`src/common/mem_prot_pkg.sv`:
```
/* memory access and protection result structs, fixed PMA region table,
   PMP config byte layout */
`default_nettype none

package mem_prot_pkg;

    localparam logic [1:0] WIDTH_WORD = 2'b10; // 0 byte, 1 half, 2 word

    typedef struct packed {
        logic [31:0] addr;
        logic [1:0]  width;
        logic        ren;
        logic        wen;
        logic        xen;
    } mem_acc_t;

    typedef struct packed {
        logic i_fault;
        logic l_fault;
        logic s_fault;
    } prot_res_t;

    typedef struct packed {
        logic [31:0] base;
        logic [31:0] limit; // inclusive
        logic        r;
        logic        w;
        logic        x;
        logic        word_only;
    } pma_region_t;

    localparam int PMA_NUM = 3;

    // base, limit, r, w, x, word_only
    localparam pma_region_t PMA_REGIONS [PMA_NUM] = '{
        '{32'h0000_0000, 32'h0000_FFFF, 1'b1, 1'b0, 1'b1, 1'b0},  // rom
        '{32'h8000_0000, 32'h8000_FFFF, 1'b1, 1'b1, 1'b1, 1'b0},  // ram
        '{32'h4000_0000, 32'h4000_0FFF, 1'b1, 1'b1, 1'b0, 1'b1}   // io
    };

    typedef enum logic [1:0] {PMP_OFF = 2'b00, PMP_TOR = 2'b01} pmp_mode_t;

    typedef struct packed {
        logic      lock;
        logic [1:0] rsvd;
        pmp_mode_t mode;
        logic      x;
        logic      w;
        logic      r;
    } pmp_cfg_t;

    localparam int PMP_ENTRIES = 4;

endpackage

`default_nettype wire

```
`src/common/priv_types_pkg.sv`:
```
/* privilege levels, mstatus layout, CSR addresses, trap cause codes,
   CSR request/response, exception and trap structs */
`default_nettype none

package priv_types_pkg;

    typedef enum logic [1:0] {
        U_MODE = 2'b00,
        M_MODE = 2'b11
    } priv_level_t;

    // laid out as the architectural mstatus word
    typedef struct packed {
        logic [9:0]  rsvd_31_22;
        logic        tw;
        logic [7:0]  rsvd_20_13;
        priv_level_t mpp;
        logic [2:0]  rsvd_10_8;
        logic        mpie;
        logic [2:0]  rsvd_6_4;
        logic        mie;
        logic [2:0]  rsvd_2_0;
    } mstatus_t;

    localparam logic [11:0] MSTATUS  = 12'h300;
    localparam logic [11:0] MIE      = 12'h304;
    localparam logic [11:0] MTVEC    = 12'h305;
    localparam logic [11:0] MEPC     = 12'h341;
    localparam logic [11:0] MCAUSE   = 12'h342;
    localparam logic [11:0] MTVAL    = 12'h343;
    localparam logic [11:0] MIP      = 12'h344;
    localparam logic [11:0] MHARTID  = 12'hF14;
    localparam logic [11:0] PMPCFG0  = 12'h3A0;
    localparam logic [11:0] PMPADDR0 = 12'h3B0;
    localparam logic [11:0] PMPADDR3 = 12'h3B3;

    localparam logic [31:0] CAUSE_INSN_FAULT  = 32'd1;
    localparam logic [31:0] CAUSE_ILLEGAL     = 32'd2;
    localparam logic [31:0] CAUSE_BREAKPOINT  = 32'd3;
    localparam logic [31:0] CAUSE_LOAD_FAULT  = 32'd5;
    localparam logic [31:0] CAUSE_STORE_FAULT = 32'd7;
    localparam logic [31:0] CAUSE_ECALL_U     = 32'd8;
    localparam logic [31:0] CAUSE_ECALL_M     = 32'd11;
    localparam logic [31:0] CAUSE_SOFT_INT    = 32'h8000_0003;
    localparam logic [31:0] CAUSE_TIMER_INT   = 32'h8000_0007;
    localparam logic [31:0] CAUSE_EXT_INT     = 32'h8000_000B;

    localparam logic [31:0] HART_ID     = 32'd0;
    localparam logic [31:0] MTVEC_RESET = 32'h0000_0100;

    typedef enum logic [1:0] {CSR_READ, CSR_WRITE, CSR_SET, CSR_CLEAR} csr_op_t;

    typedef struct packed {
        logic [11:0] addr;
        csr_op_t     op;
        logic [31:0] wdata;
    } csr_req_t;

    typedef struct packed {
        logic [31:0] rdata;
        logic        err;
    } csr_rsp_t;

    typedef struct packed {
        logic        valid;
        logic        illegal;
        logic        breakpoint;
        logic        ecall;
        logic        mret;
        logic [31:0] epc;
        logic [31:0] badaddr;
    } exc_t;

    typedef struct packed {
        logic        take;
        logic        is_interrupt;
        logic [31:0] cause;
        logic [31:0] epc;
        logic [31:0] tval;
        logic        mret;
    } trap_t;

endpackage

`default_nettype wire

```
`src/mem_prot/priv_pma.sv`:
```
/* physical memory attribute check of instruction and data accesses
   against the fixed region table */
`timescale 1ns/1ns
`default_nettype none

module priv_pma import mem_prot_pkg::*; (
    input  mem_acc_t  iacc,
    input  mem_acc_t  dacc,
    output prot_res_t pma_res
);

    // no matching region is a fault as well
    function automatic logic region_fault(input logic [31:0] addr, input logic [1:0] width,
                                          input logic rd, input logic wr, input logic ex);
        logic fault;
        fault = 1'b1;
        for (int i = 0; i < PMA_NUM; i++) begin
            if (addr >= PMA_REGIONS[i].base && addr <= PMA_REGIONS[i].limit)
                fault = (rd && !PMA_REGIONS[i].r) || (wr && !PMA_REGIONS[i].w)
                     || (ex && !PMA_REGIONS[i].x)
                     || (PMA_REGIONS[i].word_only && width != WIDTH_WORD);
        end
        return fault;
    endfunction

    assign pma_res.i_fault = iacc.xen && region_fault(iacc.addr, iacc.width, 1'b0, 1'b0, 1'b1);
    assign pma_res.l_fault = dacc.ren && region_fault(dacc.addr, dacc.width, 1'b1, 1'b0, 1'b0);
    assign pma_res.s_fault = dacc.wen && region_fault(dacc.addr, dacc.width, 1'b0, 1'b1, 1'b0);

endmodule

`default_nettype wire

```
`src/mem_prot/priv_pmp.sv`:
```
/* four-entry top-of-range PMP: config and address registers,
   CSR read port, access checks */
`timescale 1ns/1ns
`default_nettype none

module priv_pmp import priv_types_pkg::*, mem_prot_pkg::*; (
    input  logic        CLK,
    input  logic        rst,
    input  logic        pmp_wr,
    input  logic [11:0] pmp_waddr,
    input  logic [31:0] pmp_wdata,
    output logic [31:0] pmp_rdata,
    input  priv_level_t curr_mode,
    input  mem_acc_t    iacc,
    input  mem_acc_t    dacc,
    output prot_res_t   pmp_res
);

    pmp_cfg_t    pmp_cfg  [PMP_ENTRIES];
    logic [31:0] pmp_addr [PMP_ENTRIES];  // address bits 33:2

    // reserved bits read as zero, unsupported match modes fall back to OFF
    function automatic pmp_cfg_t legal_cfg(input logic [7:0] raw);
        pmp_cfg_t cfg;
        cfg      = raw;
        cfg.rsvd = 2'b00;
        if (raw[4:3] != 2'b01)
            cfg.mode = PMP_OFF;
        return cfg;
    endfunction

    always_ff @(posedge CLK) begin
        if (rst) begin
            for (int i = 0; i < PMP_ENTRIES; i++) begin
                pmp_cfg[i]  <= '0;
                pmp_addr[i] <= 32'd0;
            end
        end else if (pmp_wr) begin
            for (int i = 0; i < PMP_ENTRIES; i++) begin
                if (!pmp_cfg[i].lock) begin  // locked until reset
                    if (pmp_waddr == PMPCFG0)
                        pmp_cfg[i] <= legal_cfg(pmp_wdata[8*i +: 8]);
                    if (pmp_waddr == PMPADDR0 + 12'(i))
                        pmp_addr[i] <= pmp_wdata;
                end
            end
        end
    end

    always_comb begin
        pmp_rdata = 32'd0;
        for (int i = 0; i < PMP_ENTRIES; i++) begin
            if (pmp_waddr == PMPCFG0)
                pmp_rdata[8*i +: 8] = pmp_cfg[i];
            if (pmp_waddr == PMPADDR0 + 12'(i))
                pmp_rdata = pmp_addr[i];
        end
    end

    // lowest matching entry wins; M mode passes unless that entry is locked
    function automatic logic acc_fault(input logic [31:0] addr,
                                       input logic rd, input logic wr, input logic ex);
        logic        matched;
        logic        allowed;
        logic [31:0] lower;
        matched = 1'b0;
        allowed = (curr_mode == M_MODE);
        lower   = 32'd0;
        for (int i = 0; i < PMP_ENTRIES; i++) begin
            if (!matched && pmp_cfg[i].mode == PMP_TOR
                    && {2'b00, addr[31:2]} >= lower && {2'b00, addr[31:2]} < pmp_addr[i]) begin
                matched = 1'b1;
                if (curr_mode == U_MODE || pmp_cfg[i].lock)
                    allowed = (!rd || pmp_cfg[i].r) && (!wr || pmp_cfg[i].w)
                           && (!ex || pmp_cfg[i].x);
            end
            lower = pmp_addr[i];
        end
        return !allowed;
    endfunction

    assign pmp_res.i_fault = iacc.xen && acc_fault(iacc.addr, 1'b0, 1'b0, 1'b1);
    assign pmp_res.l_fault = dacc.ren && acc_fault(dacc.addr, 1'b1, 1'b0, 1'b0);
    assign pmp_res.s_fault = dacc.wen && acc_fault(dacc.addr, 1'b0, 1'b1, 1'b0);

endmodule

`default_nettype wire

```
`src/priv_block/priv_block.sv`:
```
/* machine-level privilege unit top: CSR file, PMA and PMP checkers,
   trap controller */
`timescale 1ns/1ns
`default_nettype none

module priv_block import priv_types_pkg::*, mem_prot_pkg::*; (
    input  logic        CLK,
    input  logic        rst,
    input  logic        csr_valid,
    input  csr_req_t    csr_req,
    output logic        csr_ack,
    output csr_rsp_t    csr_rsp,
    input  mem_acc_t    iacc,
    input  mem_acc_t    dacc,
    output prot_res_t   prot_fault,
    input  exc_t        exc,
    input  logic        timer_int,
    input  logic        soft_int,
    input  logic        ext_int,
    output logic        insert_pc,
    output logic [31:0] priv_pc,
    output priv_level_t curr_mode
);

    trap_t       trap;
    mstatus_t    mstatus;
    logic [2:0]  int_pending;   // {ext, timer, soft}
    logic [2:0]  mie_en;
    logic [31:0] mtvec;
    logic [31:0] mepc;
    logic        pmp_wr;
    logic [11:0] pmp_waddr;
    logic [31:0] pmp_wdata;
    logic [31:0] pmp_rdata;
    prot_res_t   pma_res;
    prot_res_t   pmp_res;

    priv_csr i_priv_csr (
        .CLK(CLK), .rst(rst),
        .csr_valid(csr_valid), .csr_req(csr_req), .csr_ack(csr_ack), .csr_rsp(csr_rsp),
        .timer_int(timer_int), .soft_int(soft_int), .ext_int(ext_int),
        .trap(trap), .int_pending(int_pending), .curr_mode(curr_mode),
        .mstatus(mstatus), .mie_en(mie_en), .mtvec(mtvec), .mepc(mepc),
        .pmp_wr(pmp_wr), .pmp_waddr(pmp_waddr), .pmp_wdata(pmp_wdata),
        .pmp_rdata(pmp_rdata)
    );

    priv_pma i_priv_pma (.iacc(iacc), .dacc(dacc), .pma_res(pma_res));

    priv_pmp i_priv_pmp (
        .CLK(CLK), .rst(rst),
        .pmp_wr(pmp_wr), .pmp_waddr(pmp_waddr), .pmp_wdata(pmp_wdata),
        .pmp_rdata(pmp_rdata), .curr_mode(curr_mode),
        .iacc(iacc), .dacc(dacc), .pmp_res(pmp_res)
    );

    priv_trap_ctrl i_priv_trap_ctrl (
        .CLK(CLK), .rst(rst),
        .exc(exc), .pma_res(pma_res), .pmp_res(pmp_res), .iacc(iacc), .dacc(dacc),
        .int_pending(int_pending), .mie_en(mie_en), .mstatus(mstatus),
        .curr_mode(curr_mode), .mtvec(mtvec), .mepc(mepc),
        .prot_fault(prot_fault), .trap(trap), .insert_pc(insert_pc), .priv_pc(priv_pc)
    );

endmodule

`default_nettype wire

```
`src/priv_block/priv_csr.sv`:
```
/* machine CSR file with four-phase req/ack access, privilege mode,
   interrupt pending latch, trap and mret state updates */
`timescale 1ns/1ns
`default_nettype none

module priv_csr import priv_types_pkg::*; (
    input  logic        CLK,
    input  logic        rst,
    input  logic        csr_valid,
    input  csr_req_t    csr_req,
    output logic        csr_ack,
    output csr_rsp_t    csr_rsp,
    input  logic        timer_int,
    input  logic        soft_int,
    input  logic        ext_int,
    input  trap_t       trap,
    output logic [2:0]  int_pending,   // {ext, timer, soft}
    output priv_level_t curr_mode,
    output mstatus_t    mstatus,
    output logic [2:0]  mie_en,
    output logic [31:0] mtvec,
    output logic [31:0] mepc,
    output logic        pmp_wr,
    output logic [11:0] pmp_waddr,
    output logic [31:0] pmp_wdata,
    input  logic [31:0] pmp_rdata
);

    logic [31:0] mcause;
    logic [31:0] mtval;
    logic        accept;
    logic        is_pmp;
    logic        known;
    logic        illegal;
    logic        do_write;
    logic [31:0] old_val;
    logic [31:0] new_val;

    // {ext, timer, soft} sit at bits 11, 7 and 3 of mie and mip
    function automatic logic [31:0] irq_word(input logic [2:0] bits);
        return {20'd0, bits[2], 3'd0, bits[1], 3'd0, bits[0], 3'd0};
    endfunction

    assign accept = csr_valid && !csr_ack;   // first cycle of a request
    assign is_pmp = (csr_req.addr == PMPCFG0) || (csr_req.addr inside {[PMPADDR0:PMPADDR3]});

    always_comb begin
        known = 1'b1;
        case (csr_req.addr)
            MSTATUS: old_val = mstatus;
            MIE:     old_val = irq_word(mie_en);
            MIP:     old_val = irq_word(int_pending);
            MTVEC:   old_val = mtvec;
            MEPC:    old_val = mepc;
            MCAUSE:  old_val = mcause;
            MTVAL:   old_val = mtval;
            MHARTID: old_val = HART_ID;
            default: begin
                old_val = pmp_rdata;
                known   = is_pmp;
            end
        endcase
    end

    always_comb begin
        case (csr_req.op)
            CSR_WRITE: new_val = csr_req.wdata;
            CSR_SET:   new_val = old_val | csr_req.wdata;
            CSR_CLEAR: new_val = old_val & ~csr_req.wdata;
            default:   new_val = old_val;
        endcase
    end

    assign illegal = !known || (curr_mode == U_MODE)
                   || ((csr_req.addr inside {MHARTID, MIP}) && csr_req.op != CSR_READ);
    assign do_write = accept && !illegal && csr_req.op != CSR_READ;

    // pmp registers live in the checker, written on the accepting edge
    assign pmp_wr    = do_write && is_pmp;
    assign pmp_waddr = csr_req.addr;
    assign pmp_wdata = new_val;

    always_ff @(posedge CLK) begin
        if (accept) begin
            csr_rsp.err   <= illegal;
            csr_rsp.rdata <= illegal ? 32'd0 : old_val;
        end
    end

    always_ff @(posedge CLK) begin
        if (rst) begin
            csr_ack     <= 1'b0;
            curr_mode   <= M_MODE;
            mstatus     <= '0;
            mie_en      <= 3'b000;
            int_pending <= 3'b000;
            mtvec       <= MTVEC_RESET;
            mepc        <= 32'd0;
            mcause      <= 32'd0;
            mtval       <= 32'd0;
        end else begin
            csr_ack     <= csr_valid;                  // held while valid, drops one edge later
            int_pending <= {ext_int, timer_int, soft_int};
            if (do_write) begin
                case (csr_req.addr)
                    MSTATUS: begin
                        mstatus.mie  <= new_val[3];
                        mstatus.mpie <= new_val[7];
                        mstatus.mpp  <= (new_val[12:11] == 2'b11) ? M_MODE : U_MODE;
                        mstatus.tw   <= new_val[21];
                    end
                    MIE:     mie_en <= {new_val[11], new_val[7], new_val[3]};
                    MTVEC:   mtvec  <= {new_val[31:2], 2'b00};   // direct mode only
                    MEPC:    mepc   <= {new_val[31:2], 2'b00};
                    MCAUSE:  mcause <= new_val;
                    MTVAL:   mtval  <= new_val;
                    default: ;
                endcase
            end
            // trap and mret come last so they override a csr write on the same edge
            if (trap.take) begin
                mepc         <= trap.epc;
                mcause       <= trap.cause;
                mtval        <= trap.tval;
                mstatus.mpp  <= curr_mode;
                mstatus.mpie <= mstatus.mie;
                mstatus.mie  <= 1'b0;
                curr_mode    <= M_MODE;
            end else if (trap.mret) begin
                curr_mode    <= mstatus.mpp;
                mstatus.mie  <= mstatus.mpie;
                mstatus.mpie <= 1'b1;
                mstatus.mpp  <= U_MODE;
            end
        end
    end

endmodule

`default_nettype wire

```
`src/priv_block/priv_trap_ctrl.sv`:
```
/* merges protection faults, pipeline exceptions and interrupts into one
   prioritized trap, registers the one-cycle PC redirect */
`timescale 1ns/1ns
`default_nettype none

module priv_trap_ctrl import priv_types_pkg::*, mem_prot_pkg::*; (
    input  logic        CLK,
    input  logic        rst,
    input  exc_t        exc,
    input  prot_res_t   pma_res,
    input  prot_res_t   pmp_res,
    input  mem_acc_t    iacc,
    input  mem_acc_t    dacc,
    input  logic [2:0]  int_pending,  // {ext, timer, soft}
    input  logic [2:0]  mie_en,
    input  mstatus_t    mstatus,
    input  priv_level_t curr_mode,
    input  logic [31:0] mtvec,
    input  logic [31:0] mepc,
    output prot_res_t   prot_fault,
    output trap_t       trap,
    output logic        insert_pc,
    output logic [31:0] priv_pc
);

    logic [2:0] int_ready;
    logic       int_on;
    logic       mret_ok;
    logic       mret_bad;

    assign prot_fault.i_fault = iacc.xen && (pma_res.i_fault || pmp_res.i_fault);
    assign prot_fault.l_fault = dacc.ren && (pma_res.l_fault || pmp_res.l_fault);
    assign prot_fault.s_fault = dacc.wen && (pma_res.s_fault || pmp_res.s_fault);

    assign int_ready = int_pending & mie_en;
    assign int_on    = (|int_ready) && (mstatus.mie || curr_mode == U_MODE);
    assign mret_ok   = exc.valid && exc.mret && curr_mode == M_MODE;
    assign mret_bad  = exc.valid && exc.mret && curr_mode == U_MODE;  // mret from U is illegal

    always_comb begin
        trap      = '0;
        trap.epc  = exc.epc;
        trap.take = 1'b1;
        if (int_on) begin
            trap.is_interrupt = 1'b1;
            trap.cause = int_ready[2] ? CAUSE_EXT_INT  :
                         int_ready[0] ? CAUSE_SOFT_INT : CAUSE_TIMER_INT;
        end else if (prot_fault.i_fault) begin
            trap.cause = CAUSE_INSN_FAULT;
            trap.tval  = iacc.addr;
        end else if (exc.valid && (exc.illegal || mret_bad)) begin
            trap.cause = CAUSE_ILLEGAL;
        end else if (exc.valid && exc.breakpoint) begin
            trap.cause = CAUSE_BREAKPOINT;
        end else if (exc.valid && exc.ecall) begin
            trap.cause = (curr_mode == U_MODE) ? CAUSE_ECALL_U : CAUSE_ECALL_M;
        end else if (prot_fault.l_fault) begin
            trap.cause = CAUSE_LOAD_FAULT;
            trap.tval  = dacc.addr;
        end else if (prot_fault.s_fault) begin
            trap.cause = CAUSE_STORE_FAULT;
            trap.tval  = dacc.addr;
        end else begin
            trap.take = 1'b0;
            trap.mret = mret_ok;
        end
        if (insert_pc) begin   // events in the redirect cycle are dropped
            trap.take = 1'b0;
            trap.mret = 1'b0;
        end
    end

    always_ff @(posedge CLK) begin
        if (rst)
            insert_pc <= 1'b0;
        else
            insert_pc <= trap.take || trap.mret;
    end

    always_ff @(posedge CLK) begin
        if (trap.take || trap.mret)
            priv_pc <= trap.mret ? mepc : mtvec;
    end

endmodule

`default_nettype wire

```
`config.mk`:
```
export PLATFORM = sky130hd
export DESIGN_NAME = priv_block
export DESIGN_NICKNAME = d
export VERILOG_FILES = /design/src/common/mem_prot_pkg.sv /design/src/common/priv_types_pkg.sv /design/src/mem_prot/priv_pma.sv /design/src/mem_prot/priv_pmp.sv /design/src/priv_block/priv_block.sv /design/src/priv_block/priv_csr.sv /design/src/priv_block/priv_trap_ctrl.sv
export SDC_FILE = /design/constraint.sdc
export NUM_CORES = 1
export LEC_CHECK = 0
export BUFFER_PORTS_ARGS = -buffer_cell sky130_fd_sc_hd__buf_4
export CORE_UTILIZATION = 40
export DETAILED_ROUTE_END_ITERATION = 10
export GPL_ROUTABILITY_DRIVEN = 1
export RECOVER_POWER = 100
export SKIP_LAST_GASP = 1
export SLEW_MARGIN = 20
export SYNTH_ARGS = -nofsm -noshare
export SYNTH_HDL_FRONTEND = slang
export SYNTH_SLANG_ARGS = --single-unit
```
`constraint.sdc`:
```
create_clock -name CLK -period 6.5 [get_ports CLK]
set_clock_uncertainty 0.1 [all_clocks]
set_input_delay 1.625 -clock CLK [delete_from_list [all_inputs] [get_ports CLK]]
set_output_delay 1.625 -clock CLK [all_outputs]
set_load 0.02 [all_outputs]
```
; Word level (Yosys, flattened, before mapping)
; Memories as Yosys holds them, arrays and structs flattened.
; Index checks and enable logic that the tools add are counted.
; Widths: inputs -> output; s select.
[word_totals]
memories = 2
ram_bits = 152
register_bits = 206
out_inout_bits = 72
[classes]
n_mux = 167
eq_ne = 27
magnitude_cmp = 28
bitwise = 12
reduce_logical = 95
[memory_table]
columns = memory, words, word_bits, rd, rd_clocked_by_memory_dff, write_ports, line
row1 = i_priv_pmp.pmp_addr, 4, 32, 4, 0, 4, priv_pmp.sv:20  ; logic [31:0] pmp_addr [PMP_ENTRIES];
row2 = i_priv_pmp.pmp_cfg, 4, 6, 4, 0, 4, priv_pmp.sv:19  ; pmp_cfg_t pmp_cfg [PMP_ENTRIES];
[ops]
columns = cell, count
row1 = $mux 32, 28
row2 = $lt 30x32->1, 8
row3 = $pmux 32 s8, 1
row4 = $ge 30x32->1, 6
row5 = $eq 12x10->1 const B, 12
row6 = $mux 33, 4
row7 = $mux 1, 97
row8 = $pmux 32 s3, 1
row9 = $ge 32x1->1 const B, 2
row10 = $ge 32x31->1 const B, 2
row11 = $ge 32x32->1 const B, 2
row12 = $le 32x16->1 const B, 2
row13 = $le 32x31->1 const B, 2
row14 = $le 32x32->1 const B, 2
row15 = $mux 2, 26
row16 = $logic_and 1x1->1, 48
row17 = $and 32x32->32, 1
row18 = $mux 8, 4
row19 = $not 32->32, 1
row20 = $or 32x32->32, 1
row21 = $mux 6, 4
row22 = $reduce_and 2->1, 8
row23 = $reduce_bool 2->1, 8
row24 = $logic_or 1x1->1, 13
row25 = 16 further kinds, 46

; Longest topological paths before layout
; Gate-level depths: netlist (run 1).
; An unclocked memory read counts as a cell.
[logic_depth]
ltp_word = 33
mapped_depth = 16
ltp_nobuf = 14

; Hierarchy
; From an unflattened synthesis (run 1), not the netlist that was laid out.
[unflattened]
cells_unflattened = 2765
hier_area_um2 = 25505.7
[by_module_without_submodules]
columns = mod, seq_area_each_um2, area_per_inst_um2, instances, cells_per_inst
row1 = priv_pmp, 4564.4, 13125.1, 1, 1326
row2 = priv_csr, 3793.6, 9784.4, 1, 1215
row3 = priv_trap_ctrl, 980.9, 2448.6, 1, 206
row4 = priv_pma, 0.0, 147.6, 1, 18

; Worst setup path before layout (run 1)
; No wires, ideal clock.
[synth_timing]
kind = in2reg
start = input csr_req[38] (netlist name)
end = memory i_priv_pmp.pmp_addr[3][0], enable pin
setup_time_ps = 470
setup_slack_ps = -191
required_time_ps = 5930
arrival_ps = 6121
cell_stages = 8
cell_sequence = or3_1 -> or4_1 -> buf_2 -> or3_1 -> o211ai_1 -> o21ai_1 -> or3_1 -> o31ai_1
[synth_lines]
columns = element, line
row1 = from (decl), priv_block.sv:10  ; input csr_req_t csr_req,
row2 = to (decl), priv_pmp.sv:20

==> qor.yml, run 1 <==
status:
  status: "finished, violations left"
  violations: "max-capacitance violations, max-slew violations"
floorplanning:
  die_h_um: 243
  rows: 87
  die-area_sq_mm: 0.0591
  io_pins: 267
  core_sq_mm: 0.0569
  die_x_um: 243
  start_util_pct: 40.8
synth:
  synth-xor-area-share_pct: 0.301
  synth_mux_area_share_pct: 3.97
  async_reset_ff_share_pct: 0
  syn_area_per_cell_sq_um: 9.15
  synthDistinctLibCells: 88
  yosys.area_share.simple_pct: 16.8
  synth_edf_count: 217
  synth_top_family_by_area: "compound AO/OA/AOI/OAI gates"
  ys_seq_area_share_pct: 40.2
  synth-adder-area-share_pct: 12.8
  yosysTopAreaCellShare_pct: 28.0
  syn_inst: 2539
  ys_top_cells_by_area: "edfxtp_1 28%, ha_1 13%, dfxtp_1 12%, nor2_1 6.4%, a21oi_1 3.5%"
  synth-seq-cells: 358
  yosysTopAreaCell: "edfxtp_1"
  synth_compound_area_share_pct: 20.9
  synth_flop_cell: "edfxtp_1"
  syn_area_sq_mm: 0.0232
  yosys_warnings: 0
final_layout:
  nets: 3294
  syn2layout_area_growth_pct: 20.1
  fin_area_sq_mm: 0.0279
  seq_area_sq_mm: 0.00934
  fill_cells: 5430
  multi_input_area_sq_mm: 0.0128
  num_antenna_cells: 0
  drive_above_1_share_pct: 15.5
  finalNonFillerCells: 3648
critical_path:
  required_ns: 4.78
  endpoint_kind: "output port"
  cp-start-kind: "primary input"
  cp_max_fo: 4
  cp.arrival_ns: 4.72
  reg2reg_slack_ns: 0.88
  r2r-start: "i_priv_pmp.pmp_addr[1][27]"
  reg2reg_depth: 16
  timing.rr.end: "i_priv_trap_ctrl.priv_pc[11]"
  path_class: "in -> out"
clock_network:
  insertion_delay_ns: 0.60
  cts_root_buffer: "clkbuf_16"
  numCtsBuffers: 42
  cts_htree_levels: 2
  cts_buffer_depth: 3
  path_clk_slew_ns: 0.06
  post_cts_buffers: 0
  cts_tree: "built"
  numClockSinks: 358
global_route:
  grt_pass1_vias: 21479
  grt_overflow: 0
  grt_pass1_wl_um: 140000
  gr-usage-all-layers_pct: 32.1
  antenna_found_initial: 0
  grt_max_degree: 67
power_and_ir_drop:
  swShare_pct: 28.3
  total_power_w: 0.00603
  p_leak_nw: 11.1
  clkPwrFrac_pct: 40.8
  p_seq_share_pct: 42.8
  peakVddDrop_uv: 176
  p_int_w: 0.00433
  combPwrFrac_pct: 16.4
  p_sw_w: 0.00171
  power_density_mw_per_mm2: 216
timing:
  maxSlewViolCount: 150
  slew_headroom_pct: -72.0
  fin_crit_sh_pct: 99.2
  rsz0062_at_grt: "yes"
  fmax_mhz: 155
  hold_violations: 0
  worst_pin_slew_ns: 2.58
  hold-worst-slack_ns: 0.373
  period_needed_ns: 6.45
  setup_violations: 0
hold_path:
  hold_class: "reg -> reg"
  worstHoldStart: "i_priv_csr.mcause[1]"
  hold-path-endpoint: "i_priv_csr.mcause[1]"
  whs_path_depth: 2
route:
  routed_wl_um: 96100
  wl_per_cell_um: 26.3
  dr.pass1.iters: 7
  avgViaCountPerCell: 6.02
  ant_nets: 0
  drc: 0
  via_count: 21965
  drtIter0Drc: 2117
place:
  hpwl_um: 72300
  placed_area_sq_mm: 0.0270
  port_buffers: 229
  dp.cells: 3573
  place.gp.congestion: 0.973
run:
  cap_violations: 4
[cells in the final DEF, fill, tap and decap left out, types with 17 or more instances in the layout]
cell,count
nor2_1,399
buf_4,300
ha_1,238
edfxtp_1,217
nand2_1,193
a21oi_1,164
inv_1,146
o21ai_0,141
dfxtp_1,141
clkbuf_1,108
a22oi_1,104
a211oi_1,60
nand3_1,55
a21o_1,50
mux2i_1,46
nand4_1,43
clkbuf_16,42
a221oi_1,28
nor2b_1,23
nor3_1,23
a222oi_1,22
mux2_1,21
o221ai_1,17
[worst max path at each step]
stage | start | to | slack, ns | cells after the start
6_report | iacc[20] | prot_fault[2] | 0.05 | 13
5_1_grt | iacc[20] | prot_fault[2] | -0.04 | 13
2_1_floorplan | dacc[14] | i_priv_trap_ctrl.priv_pc[0] | 0.68 | 14
4_1_cts | iacc[31] | prot_fault[2] | 0.005 | 15
3_3_place_gp | iacc[21] | prot_fault[2] | -0.18 | 16
3_5_place_dp | iacc[21] | prot_fault[2] | -0.15 | 16
[layer usage]
metal	track usage, %	share of wire (%)
met1	41.4	41
met2	52.8	47
met3	4.48	7.5
met4	15.2	5.0
met5	0	0
[through the flow]
stage               TNS (ns)  worst slack (ns)  utilization (%)
floorplan                  0             0.677                -
global placement      -0.181            -0.181             47.4
detailed placement    -0.150            -0.150             47.4
CTS                        0           0.00527             49.9
global route          -0.325           -0.0358             49.0
finish                     0            0.0542             49.0
[worst max-delay path, cell delays in order]
cell      delay [ns]
buf_4           0.11
buf_4           0.15
ha_1            0.30
a21oi_1         0.14
nor2b_1         0.05
o21ai_0         0.42
o211ai_1        0.27
o41ai_2         0.41
or4b_4          0.51
o41ai_4         0.23
buf_4           0.18
nand2b_4        0.15
buf_4           0.15
[power groups by stage]
| stage | Clock [W] | Combinational, W | Sequential [W] |
|---|---|---|---|
| floorplan | 0 | 0.000487 | 0.00263 |
| global placement | 0 | 0.000987 | 0.00262 |
| detailed placement | 0 | 0.00101 | 0.00263 |
| CTS | 0.00249 | 0.00101 | 0.00258 |
| global route | 0.00256 | 0.00107 | 0.00259 |
| finish | 0.00246 | 0.000987 | 0.00258 |
[logic make-up after synthesis]
family          Yosys count
simple gates            859
flops                   358
buf+inv                 292
compound gates          706
mux                      77
other cells               1
fa+ha+maj               238
xor+xnor                  8
[cell usage after synthesis, types with 28 or more instances]
cell type	instances
nand4_1	43
mux2i_1	46
edfxtp_1	217
ha_1	238
inv_1	146
nand2_1	193
dfxtp_1	141
a21oi_1	164
mux2_4	30
a211oi_1	62
clkbuf_1	106
a22oi_1	104
nor3_1	28
a21o_1	50
o21ai_0	130
nor2_1	398
nand3_1	55
[what timing repair did]
action	4_1_cts	5_1_grt
endpoints found under the setup margin	1	3
hold buffers	0	0
pin swaps	2	10
gates resized for setup	7	21
[layout make-up]
| class | instances | share of cell area [%] |
|---|---|---|
| flip-flops and latches | 358 | 33.4 |
| clock inverters | 20 | 0.981 |
| clock buffers | 55 | 4.08 |
| multi-input cells | 1892 | 45.8 |
| repair buffers | 420 | 10.3 |
| inverters | 147 | 1.98 |
| well taps | 756 | 3.39 |
[flip-flops by register name (all words and copies together), names as in the netlist, 2 cells and up]
name and count:
i_priv_trap_ctrl.priv_pc 32, i_priv_csr.mcause 32, i_priv_csr.mstatus 5, i_priv_csr.mie_en 3, i_priv_csr.mtval 32, i_priv_csr.mtvec 30
i_priv_csr.mepc 32, i_priv_csr.csr_rsp 33, i_priv_pmp.pmp_addr 128, i_priv_csr.curr_mode 2, i_priv_csr.int_pending 3, i_priv_pmp.pmp_cfg 24
Power figures use the tool's default switching activity.
==> inputs of run 2 (changes only) <==
--- a/config.mk
+++ b/config.mk
@@ -5,6 +5,7 @@
 export SDC_FILE = /design/constraint.sdc
 export NUM_CORES = 1
 export LEC_CHECK = 0
+export ABC_AREA = 1
 export BUFFER_PORTS_ARGS = -buffer_cell sky130_fd_sc_hd__buf_4
 export CORE_UTILIZATION = 40
 export DETAILED_ROUTE_END_ITERATION = 10
==> run 2 against run 1 <==
Net effect:
- the flow still finishes with violations (max-capacitance violations, max-slew violations)
- maximum frequency grew 4.5%
- worst setup slack gained 0.28 ns
- cell area shrank 2.0%
- non-clock buffer count shrank 136
- sequential power is essentially flat
- via count grew 3.1%
- critical path depth grew 3
- power shrank 4.5%
- largest cell class unchanged
- largest power group unchanged
==> qor.yml, run 2 <==
status:
  status: "finished, violations left"
  violations: "max-capacitance violations, max-slew violations"
power_and_ir_drop:
  peakVddDrop_uv: 164  # -6.8%
  p_leak_nw: 12.3  # +11%
  clkPwrFrac_pct: 39.4  # -1.4 points
  combPwrFrac_pct: 16.2  # -0.2 points
  power_density_mw_per_mm2: 211  # -2.5%
  p_seq_share_pct: 44.5  # +1.7 points
  swShare_pct: 28.6  # +0.28 points
  p_sw_w: 0.00164  # -3.6%
  p_int_w: 0.00411  # -4.9%
critical_path:
  cp_cell_sequence: "clkbuf_4 -> nand2_1 -> inv_1 -> nand2_1 -> nor2_1 -> clkbuf_1 -> nand2_1 -> inv_1 -> a311oi_1 -> nand2_2 -> inv_1 -> clkbuf_1 -> nand2_1 -> nand2_1 -> clkbuf_1 -> nor2_1"
  endpoint_kind: "flop"
  reg2reg_depth: 21  # +5
  slowest_stage: "clkbuf_1"
  cp_max_fo: 33  # +29
  cp-start-kind: "primary input"
  slowest_delay_ns: 1.38  # +0.87 ns
  path_class: "in -> reg"
  reg2reg_slack_ns: 1.35  # +0.47 ns
  timing.rr.end: "i_priv_csr.mcause[31]"
  cp.arrival_ns: 6.23  # +1.51 ns
  r2r-start: "i_priv_pmp.pmp_addr[0][23]"
  path_common_cell: "nand2_1"
  crit_path_start: "csr_req[43]"
  endpoint: "i_priv_csr.csr_rsp[16]"
  required_ns: 6.57  # +1.79 ns
synth:
  ys_top_cells_by_area: "edfxtp_1 27%, ha_1 12%, dfxtp_1 12%, nand2_1 9.1%, inv_1 7.1%"
  ys_seq_area_share_pct: 39.0  # -1.2 points
  synth_flop_cell: "edfxtp_1"
  async_reset_ff_share_pct: 0  # unchanged
  synthTopCellsByCount: "579 x nand2_1, 454 x inv_1, 314 x nor2_1"
  syn_area_sq_mm: 0.0239  # +3.0%
  yosysTopAreaCell: "edfxtp_1"
  synth.most_common_cell: "nand2_1"
  syn_inst: 3119  # +23%
  yosys_warnings: 0  # unchanged
  synthDistinctLibCells: 55  # -38%
  yosysTopAreaCellShare_pct: 27.2  # -0.81 points
  syn_area_per_cell_sq_um: 7.67  # -16%
  synth-seq-cells: 358  # unchanged
  synth_edf_count: 217  # unchanged
final_layout:
  fin_area_sq_mm: 0.0274  # -2.0%
  top_register: "i_priv_pmp.pmp_addr"
  fin_util_pct: 46.3  # -2.7 points
  multi_input_area_sq_mm: 0.0121  # -5.1%
  nets: 3748  # +14%
  largestRegisters: "i_priv_pmp.pmp_addr (128), i_priv_csr.csr_rsp (33)"
  largest_reg_flops: 128  # unchanged
  layout.cells.most_common: "nand2_1"
  final_cell_mix: "582 x nand2_1, 457 x inv_1, 318 x nor2_1, 284 x o21ai_0, 268 x a21oi_1"
  drive_above_1_share_pct: 10.0  # -5.5 points
  fill_cells: 6087  # +12%
  syn2layout_area_growth_pct: 14.3
  finalNonFillerCells: 4116  # +13%
  seq_area_sq_mm: 0.00934  # unchanged
clock_network:
  numClockSinks: 358  # unchanged
  numCtsBuffers: 39  # -7.1%
  post_cts_buffers: 0  # unchanged
  ctsHoldBuffers: 0  # unchanged
  cts_root_buffer: "clkbuf_16"
  cts_tree: "built"
  post_cts_resized: 0  # -7
  cts_htree_levels: 2  # unchanged
  cts_buffer_depth: 3  # unchanged
  insertion_delay_ns: 0.56  # -0.04 ns
  path_clk_slew_ns: 0.06  # about the same
global_route:
  grt_pass1_vias: 20751  # -3.4%
  antenna_found_initial: 1  # +1
  grt_overflow: 0  # unchanged
  gr-usage-all-layers_pct: 29.4  # -2.7 points
  grt_pass1_wl_um: 132000  # -5.5%
  grt_max_degree: 84  # +25%
route:
  drc: 0  # unchanged
  avgViaCountPerCell: 5.50  # -8.6%
  via_count: 22653  # +3.1%
  ant_nets: 0  # unchanged
  wl_met2_um: 42100  # -6.4%
  dr.pass1.iters: 6  # -1
  drtIter0Drc: 2205  # +4.2%
  wl_per_cell_um: 22.2  # -16%
  routed-wl-met3_um: 7370  # +1.9%
  drt-met1-wl_um: 37300  # -4.6%
  routed_wl_um: 91200  # -5.1%
  topRoutingLayerUsed: "met4"
timing:
  setup_violations: 0  # unchanged
  rsz0062_at_grt: "no"
  fin_crit_sh_pct: 94.9  # -4.3 points
  fmax_mhz: 162  # +4.5%
  hold_violations: 0  # unchanged
  fin_ws_ns: 0.334  # +0.279 ns
  worst_pin_slew_ns: 3.53  # +0.949 ns
  period_needed_ns: 6.17  # -0.279 ns
  slew_headroom_pct: -135  # -63 points
  hold-worst-slack_ns: 0.381  # +0.00727 ns
  maxSlewViolCount: 127  # -15%
floorplanning:
  io_pins: 267  # unchanged
  die_x_um: 247  # +1.5%
  core_sq_mm: 0.0590  # +3.7%
  rows: 89  # +2.3%
  die-area_sq_mm: 0.0608  # +2.9%
  start_util_pct: 40.6  # -0.27 points
  die_h_um: 247  # +1.5%
place:
  hpwl_um: 69800  # -3.4%
  dp.cells: 4047  # +13%
  place.gp.congestion: 0.942  # -3.1%
  placed_area_sq_mm: 0.0265  # -1.9%
  port_buffers: 229  # unchanged
  dp_slack_ns: 0.634  # +0.784 ns
run:
  cap_violations: 3  # -1
hold_path:
  hold_class: "reg -> reg"
## run 2: kinds of logic (layout without fill, tap and decap cells)
group                    Yosys count  after routing  share of synthesized area, %
AO/OA/AOI/OAI                    729            729                          17.2
flip-flops                       358            358                          39.0
other                              1              5                        0.0157
buffers and inverters            610            830                          10.2
AND/OR/NAND/NOR                 1183           1183                          21.1
adder cells (fa/ha/maj)          238            238                          12.4
## run 2: cell type report
| cell class | instances | area share, % |
|---|---|---|
| antenna | 1 | 0.00915 |
| clock buffer | 53 | 3.87 |
| clock inverter | 15 | 0.709 |
| inverter | 478 | 6.56 |
| multi-input combinational | 2154 | 44.4 |
| sequential | 358 | 34.1 |
| tap | 773 | 3.54 |
| timing repair buffer | 284 | 6.77 |
## run 2: worst min-delay path by stage
stage | cells after the start | slack, ns | end | from
floorplan | 2 | 0.36 | i_priv_csr.mcause[16] | i_priv_csr.mcause[16]
global placement | 2 | 0.37 | i_priv_csr.mcause[19] | i_priv_csr.mcause[19]
detailed placement | 2 | 0.37 | i_priv_csr.mcause[23] | i_priv_csr.mcause[23]
CTS | 2 | 0.38 | i_priv_csr.mcause[23] | i_priv_csr.mcause[23]
global route | 2 | 0.40 | i_priv_csr.mcause[21] | i_priv_csr.mcause[21]
finish | 2 | 0.38 | i_priv_csr.mcause[23] | i_priv_csr.mcause[23]
## run 2: layer usage
layer / global-route usage (%) / vias up
li1: - / 10888
met1: 39.1 / 10546
met2: 48.0 / 1035
met3: 3.29 / 184
met4: 12.8 / 0
met5: 0 / -
## run 2: critical path, delay by kind of cell
family | cells | cell delay, ns
buffers and inverters | 7 | 2.91
and+or+nand+nor | 8 | 1.42
AOI/OAI and AO/OA | 1 | 0.25
## run 2: per-stage QoR
| stage | setup TNS [ns] | total power (W) |
|---|---|---|
| final | 0 | 0.00576 |
| after global routing | 0 | 0.00596 |
| after floorplan | -25.80 | 0.00315 |
| after CTS | 0 | 0.00578 |
| after detailed placement | 0 | 0.00355 |
| after global placement | 0 | 0.00354 |
## run 2: power groups by stage
stage | combinational [W] | sequential [W] | clock [W]
6_report | 0.000931 | 0.00256 | 0.00227
4_1_cts | 0.000948 | 0.00256 | 0.00227
5_1_grt | 0.00103 | 0.00257 | 0.00236
3_3_place_gp | 0.000934 | 0.00261 | 0
3_5_place_dp | 0.000944 | 0.00261 | 0
2_1_floorplan | 0.000529 | 0.00262 | 0
==> inputs of run 3 (changes only) <==
--- a/config.mk
+++ b/config.mk
@@ -12,7 +12,6 @@
 export GPL_ROUTABILITY_DRIVEN = 1
 export RECOVER_POWER = 100
 export SKIP_LAST_GASP = 1
-export SLEW_MARGIN = 20
 export SYNTH_ARGS = -nofsm -noshare
 export SYNTH_HDL_FRONTEND = slang
 export SYNTH_SLANG_ARGS = --single-unit
==> constraint.sdc (replaced) <==
create_clock -name CLK -period 7.5 [get_ports CLK]
set_clock_uncertainty 0.1 [all_clocks]
set_input_delay 1.875 -clock CLK [delete_from_list [all_inputs] [get_ports CLK]]
set_output_delay 1.875 -clock CLK [all_outputs]
set_load 0.02 [all_outputs]
==> run 3 against run 2 <==
Net effect:
- the run still ends with max-capacitance violations, max-slew violations left
- cell area fell by 0.17%
- clock-buffer cell count grew 13
- sequential share of layout area rose by 0.058 points
==> qor.yml, run 3 (synthesis results as in run 2) <==
power_and_ir_drop:
  p_seq_share_pct: 44.8  # +0.3 points
  p_sw_w: 0.00145  # -12%
  total_power_w: 0.00496  # -14%
  p_int_w: 0.00351  # -15%
  p_leak_nw: 12.2  # -0.49%
  power_density_mw_per_mm2: 181  # -14%
  clkPwrFrac_pct: 38.8  # -0.6 points
  combPwrFrac_pct: 16.4  # +0.2 points
  swShare_pct: 29.3  # +0.70 points
  peakVddDrop_uv: 132  # -19%
clock_network:
  path_clk_slew_ns: 0.06  # about the same
  numClockSinks: 358  # unchanged
  cts_buffer_depth: 3  # unchanged
  cts_htree_levels: 2  # unchanged
  cts_tree: "built"
  cts_root_buffer: "clkbuf_16"
  ctsHoldBuffers: 0  # unchanged
  post_cts_buffers: 0  # unchanged
  post_cts_resized: 0  # unchanged
  numCtsBuffers: 40  # +2.6%
  insertion_delay_ns: 0.58  # +0.02 ns
critical_path:
  cp_max_fo: 6  # -82%
  cp-start-kind: "primary input"
  slowest_delay_ns: 0.55  # -0.83 ns
  path_class: "in -> out"
  endpoint_kind: "output port"
  cp_cell_sequence: "clkbuf_1 -> ha_1 -> a21oi_1 -> nand2_1 -> nand2_1 -> nand3_1 -> a21oi_1 -> nand2_1 -> nor2_1 -> nand2_1 -> nand2_1 -> nor2_1 -> nand2_1 -> nand3_1 -> a21oi_1 -> clkbuf_1"
  required_ns: 5.53  # -1.04 ns
  reg2reg_depth: 9  # -57%
  path_common_cell: "nand2_1"
  slowest_stage: "a21oi_1"
  cp.arrival_ns: 4.94  # -1.29 ns
route:
  drtIter0Drc: 2221  # +0.73%
  drt-met1-wl_um: 37400  # +0.44%
  routed_wl_um: 93300  # +2.4%
  topRoutingLayerUsed: "met4"
  drc: 0  # unchanged
  wl_met2_um: 42400  # +0.76%
  ant_nets: 0  # unchanged
  routed-wl-met3_um: 8300  # +13%
  via_count: 22913  # +1.1%
  avgViaCountPerCell: 5.56  # +1.0%
  dr.pass1.iters: 6  # unchanged
  wl_per_cell_um: 22.7  # +2.3%
timing:
  period_needed_ns: 6.92
  fmax_mhz: 145
  setup_violations: 0  # unchanged
  hold_violations: 0  # unchanged
  tns_ns: 0  # unchanged
  rsz0062_at_grt: "no"
  maxSlewViolCount: 136  # +7.1%
  fin_crit_sh_pct: 92.2
  worst_pin_slew_ns: 2.33  # -1.20 ns
  slew_headroom_pct: -55.1  # +80 points
floorplanning:
  rows: 89  # unchanged
  die_h_um: 247  # unchanged
  io_pins: 267  # unchanged
  start_util_pct: 40.6  # unchanged
  die-area_sq_mm: 0.0608  # unchanged
  die_x_um: 247  # unchanged
  core_sq_mm: 0.0590  # unchanged
hold_path:
  hold_class: "reg -> reg"
  whs_path_depth: 2  # unchanged
global_route:
  grt_pass1_vias: 21561  # +3.9%
  gr-usage-all-layers_pct: 30.2  # +0.82 points
  grt_max_degree: 73  # -13%
  grt_overflow: 0  # unchanged
  grt_pass1_wl_um: 135000  # +2.3%
  antenna_found_initial: 1  # unchanged
status:
  violations: "max-capacitance violations, max-slew violations"
  status: "finished, violations left"
final_layout:
  largestRegisters: "i_priv_pmp.pmp_addr (128), i_priv_csr.csr_rsp (33)"
  fin_area_sq_mm: 0.0273  # -0.17%
  fin_util_pct: 46.3  # -0.079 points
  final_cell_mix: "584 x nand2_1, 458 x inv_1, 319 x nor2_1, 282 x o21ai_0, 268 x a21oi_1"
  syn2layout_area_growth_pct: 14.1
  fill_cells: 6121  # +0.56%
  drive_above_1_share_pct: 9.74  # -0.28 points
  top_register: "i_priv_pmp.pmp_addr"
  nets: 3750  # +0.053%
  seq_area_sq_mm: 0.00934  # unchanged
  multi_input_area_sq_mm: 0.0121  # about the same
  largest_reg_flops: 128  # unchanged
  layout.cells.most_common: "nand2_1"
run:
  cap_violations: 4  # +1
place:
  hpwl_um: 69900  # +0.16%
  place.gp.congestion: 0.965  # +2.5%
  port_buffers: 229  # unchanged
  placed_area_sq_mm: 0.0265  # +0.19%
run 3: changes by cell type in the layout (fill, tap and decap cells not counted), sizes merged:
cell,change
inv,-2
clkinv,-6
bufinv,-4
clkinvlp,+3
clkbuf,+15
buf,-1
run 3: final cells by class:
cell class              count  share of cell area, %
inverters                 478                   6.57
diodes                      1                0.00916
multi-input cells        2154                   44.5
repair buffers            285                   6.77
well taps                 773                   3.54
clock inverters             6                  0.128
flip-flops and latches    358                   34.2
clock buffers              66                   4.32
run 3: through the flow:
| stage | setup WS, ns | hold WS [ns] | instances |
|---|---|---|---|
| floorplan | 0.481 | 0.356 | 3122 |
| global placement | 0.967 | 0.370 | 4048 |
| detailed placement | 0.964 | 0.373 | 4048 |
| CTS | 0.964 | 0.381 | 4120 |
| global route | 0.383 | 0.403 | 4121 |
| finish | 0.585 | 0.382 | 4121 |
run 3: worst max-delay path: cells and delay by family:
kind,cells,cell delay (ns)
simple gates,10,0.99
compound gates,3,1.13
fa+ha+maj,1,0.32
buf+inv,2,0.62
run 3: power by group through the flow:
stage	Combinational [W]	Sequential [W]	Clock [W]
after floorplan	0.000459	0.00227	0
after global placement	0.000817	0.00226	0
after detailed placement	0.000826	0.00226	0
after CTS	0.000831	0.00222	0.00193
after global routing	0.000900	0.00223	0.00200
final	0.000814	0.00222	0.00192
run 3: metal layers:
metal | up-vias | track usage (%)
met3 | 226 | 4.76
met1 | 10670 | 38.9
li1 | 10894 | -
met5 | - | 0
met2 | 1123 | 48.8
met4 | 0 | 15.9
run 3: final timing paths:
path                          endpoint                  from  slack (ns)
hold / removal    i_priv_csr.mcause[8]  i_priv_csr.mcause[8]        0.38
hold reg to reg   i_priv_csr.mcause[8]  i_priv_csr.mcause[8]        0.38
setup / recovery         prot_fault[0]              dacc[26]        0.58
setup reg to reg    i_priv_csr.mepc[9]    i_priv_csr.csr_ack        2.44
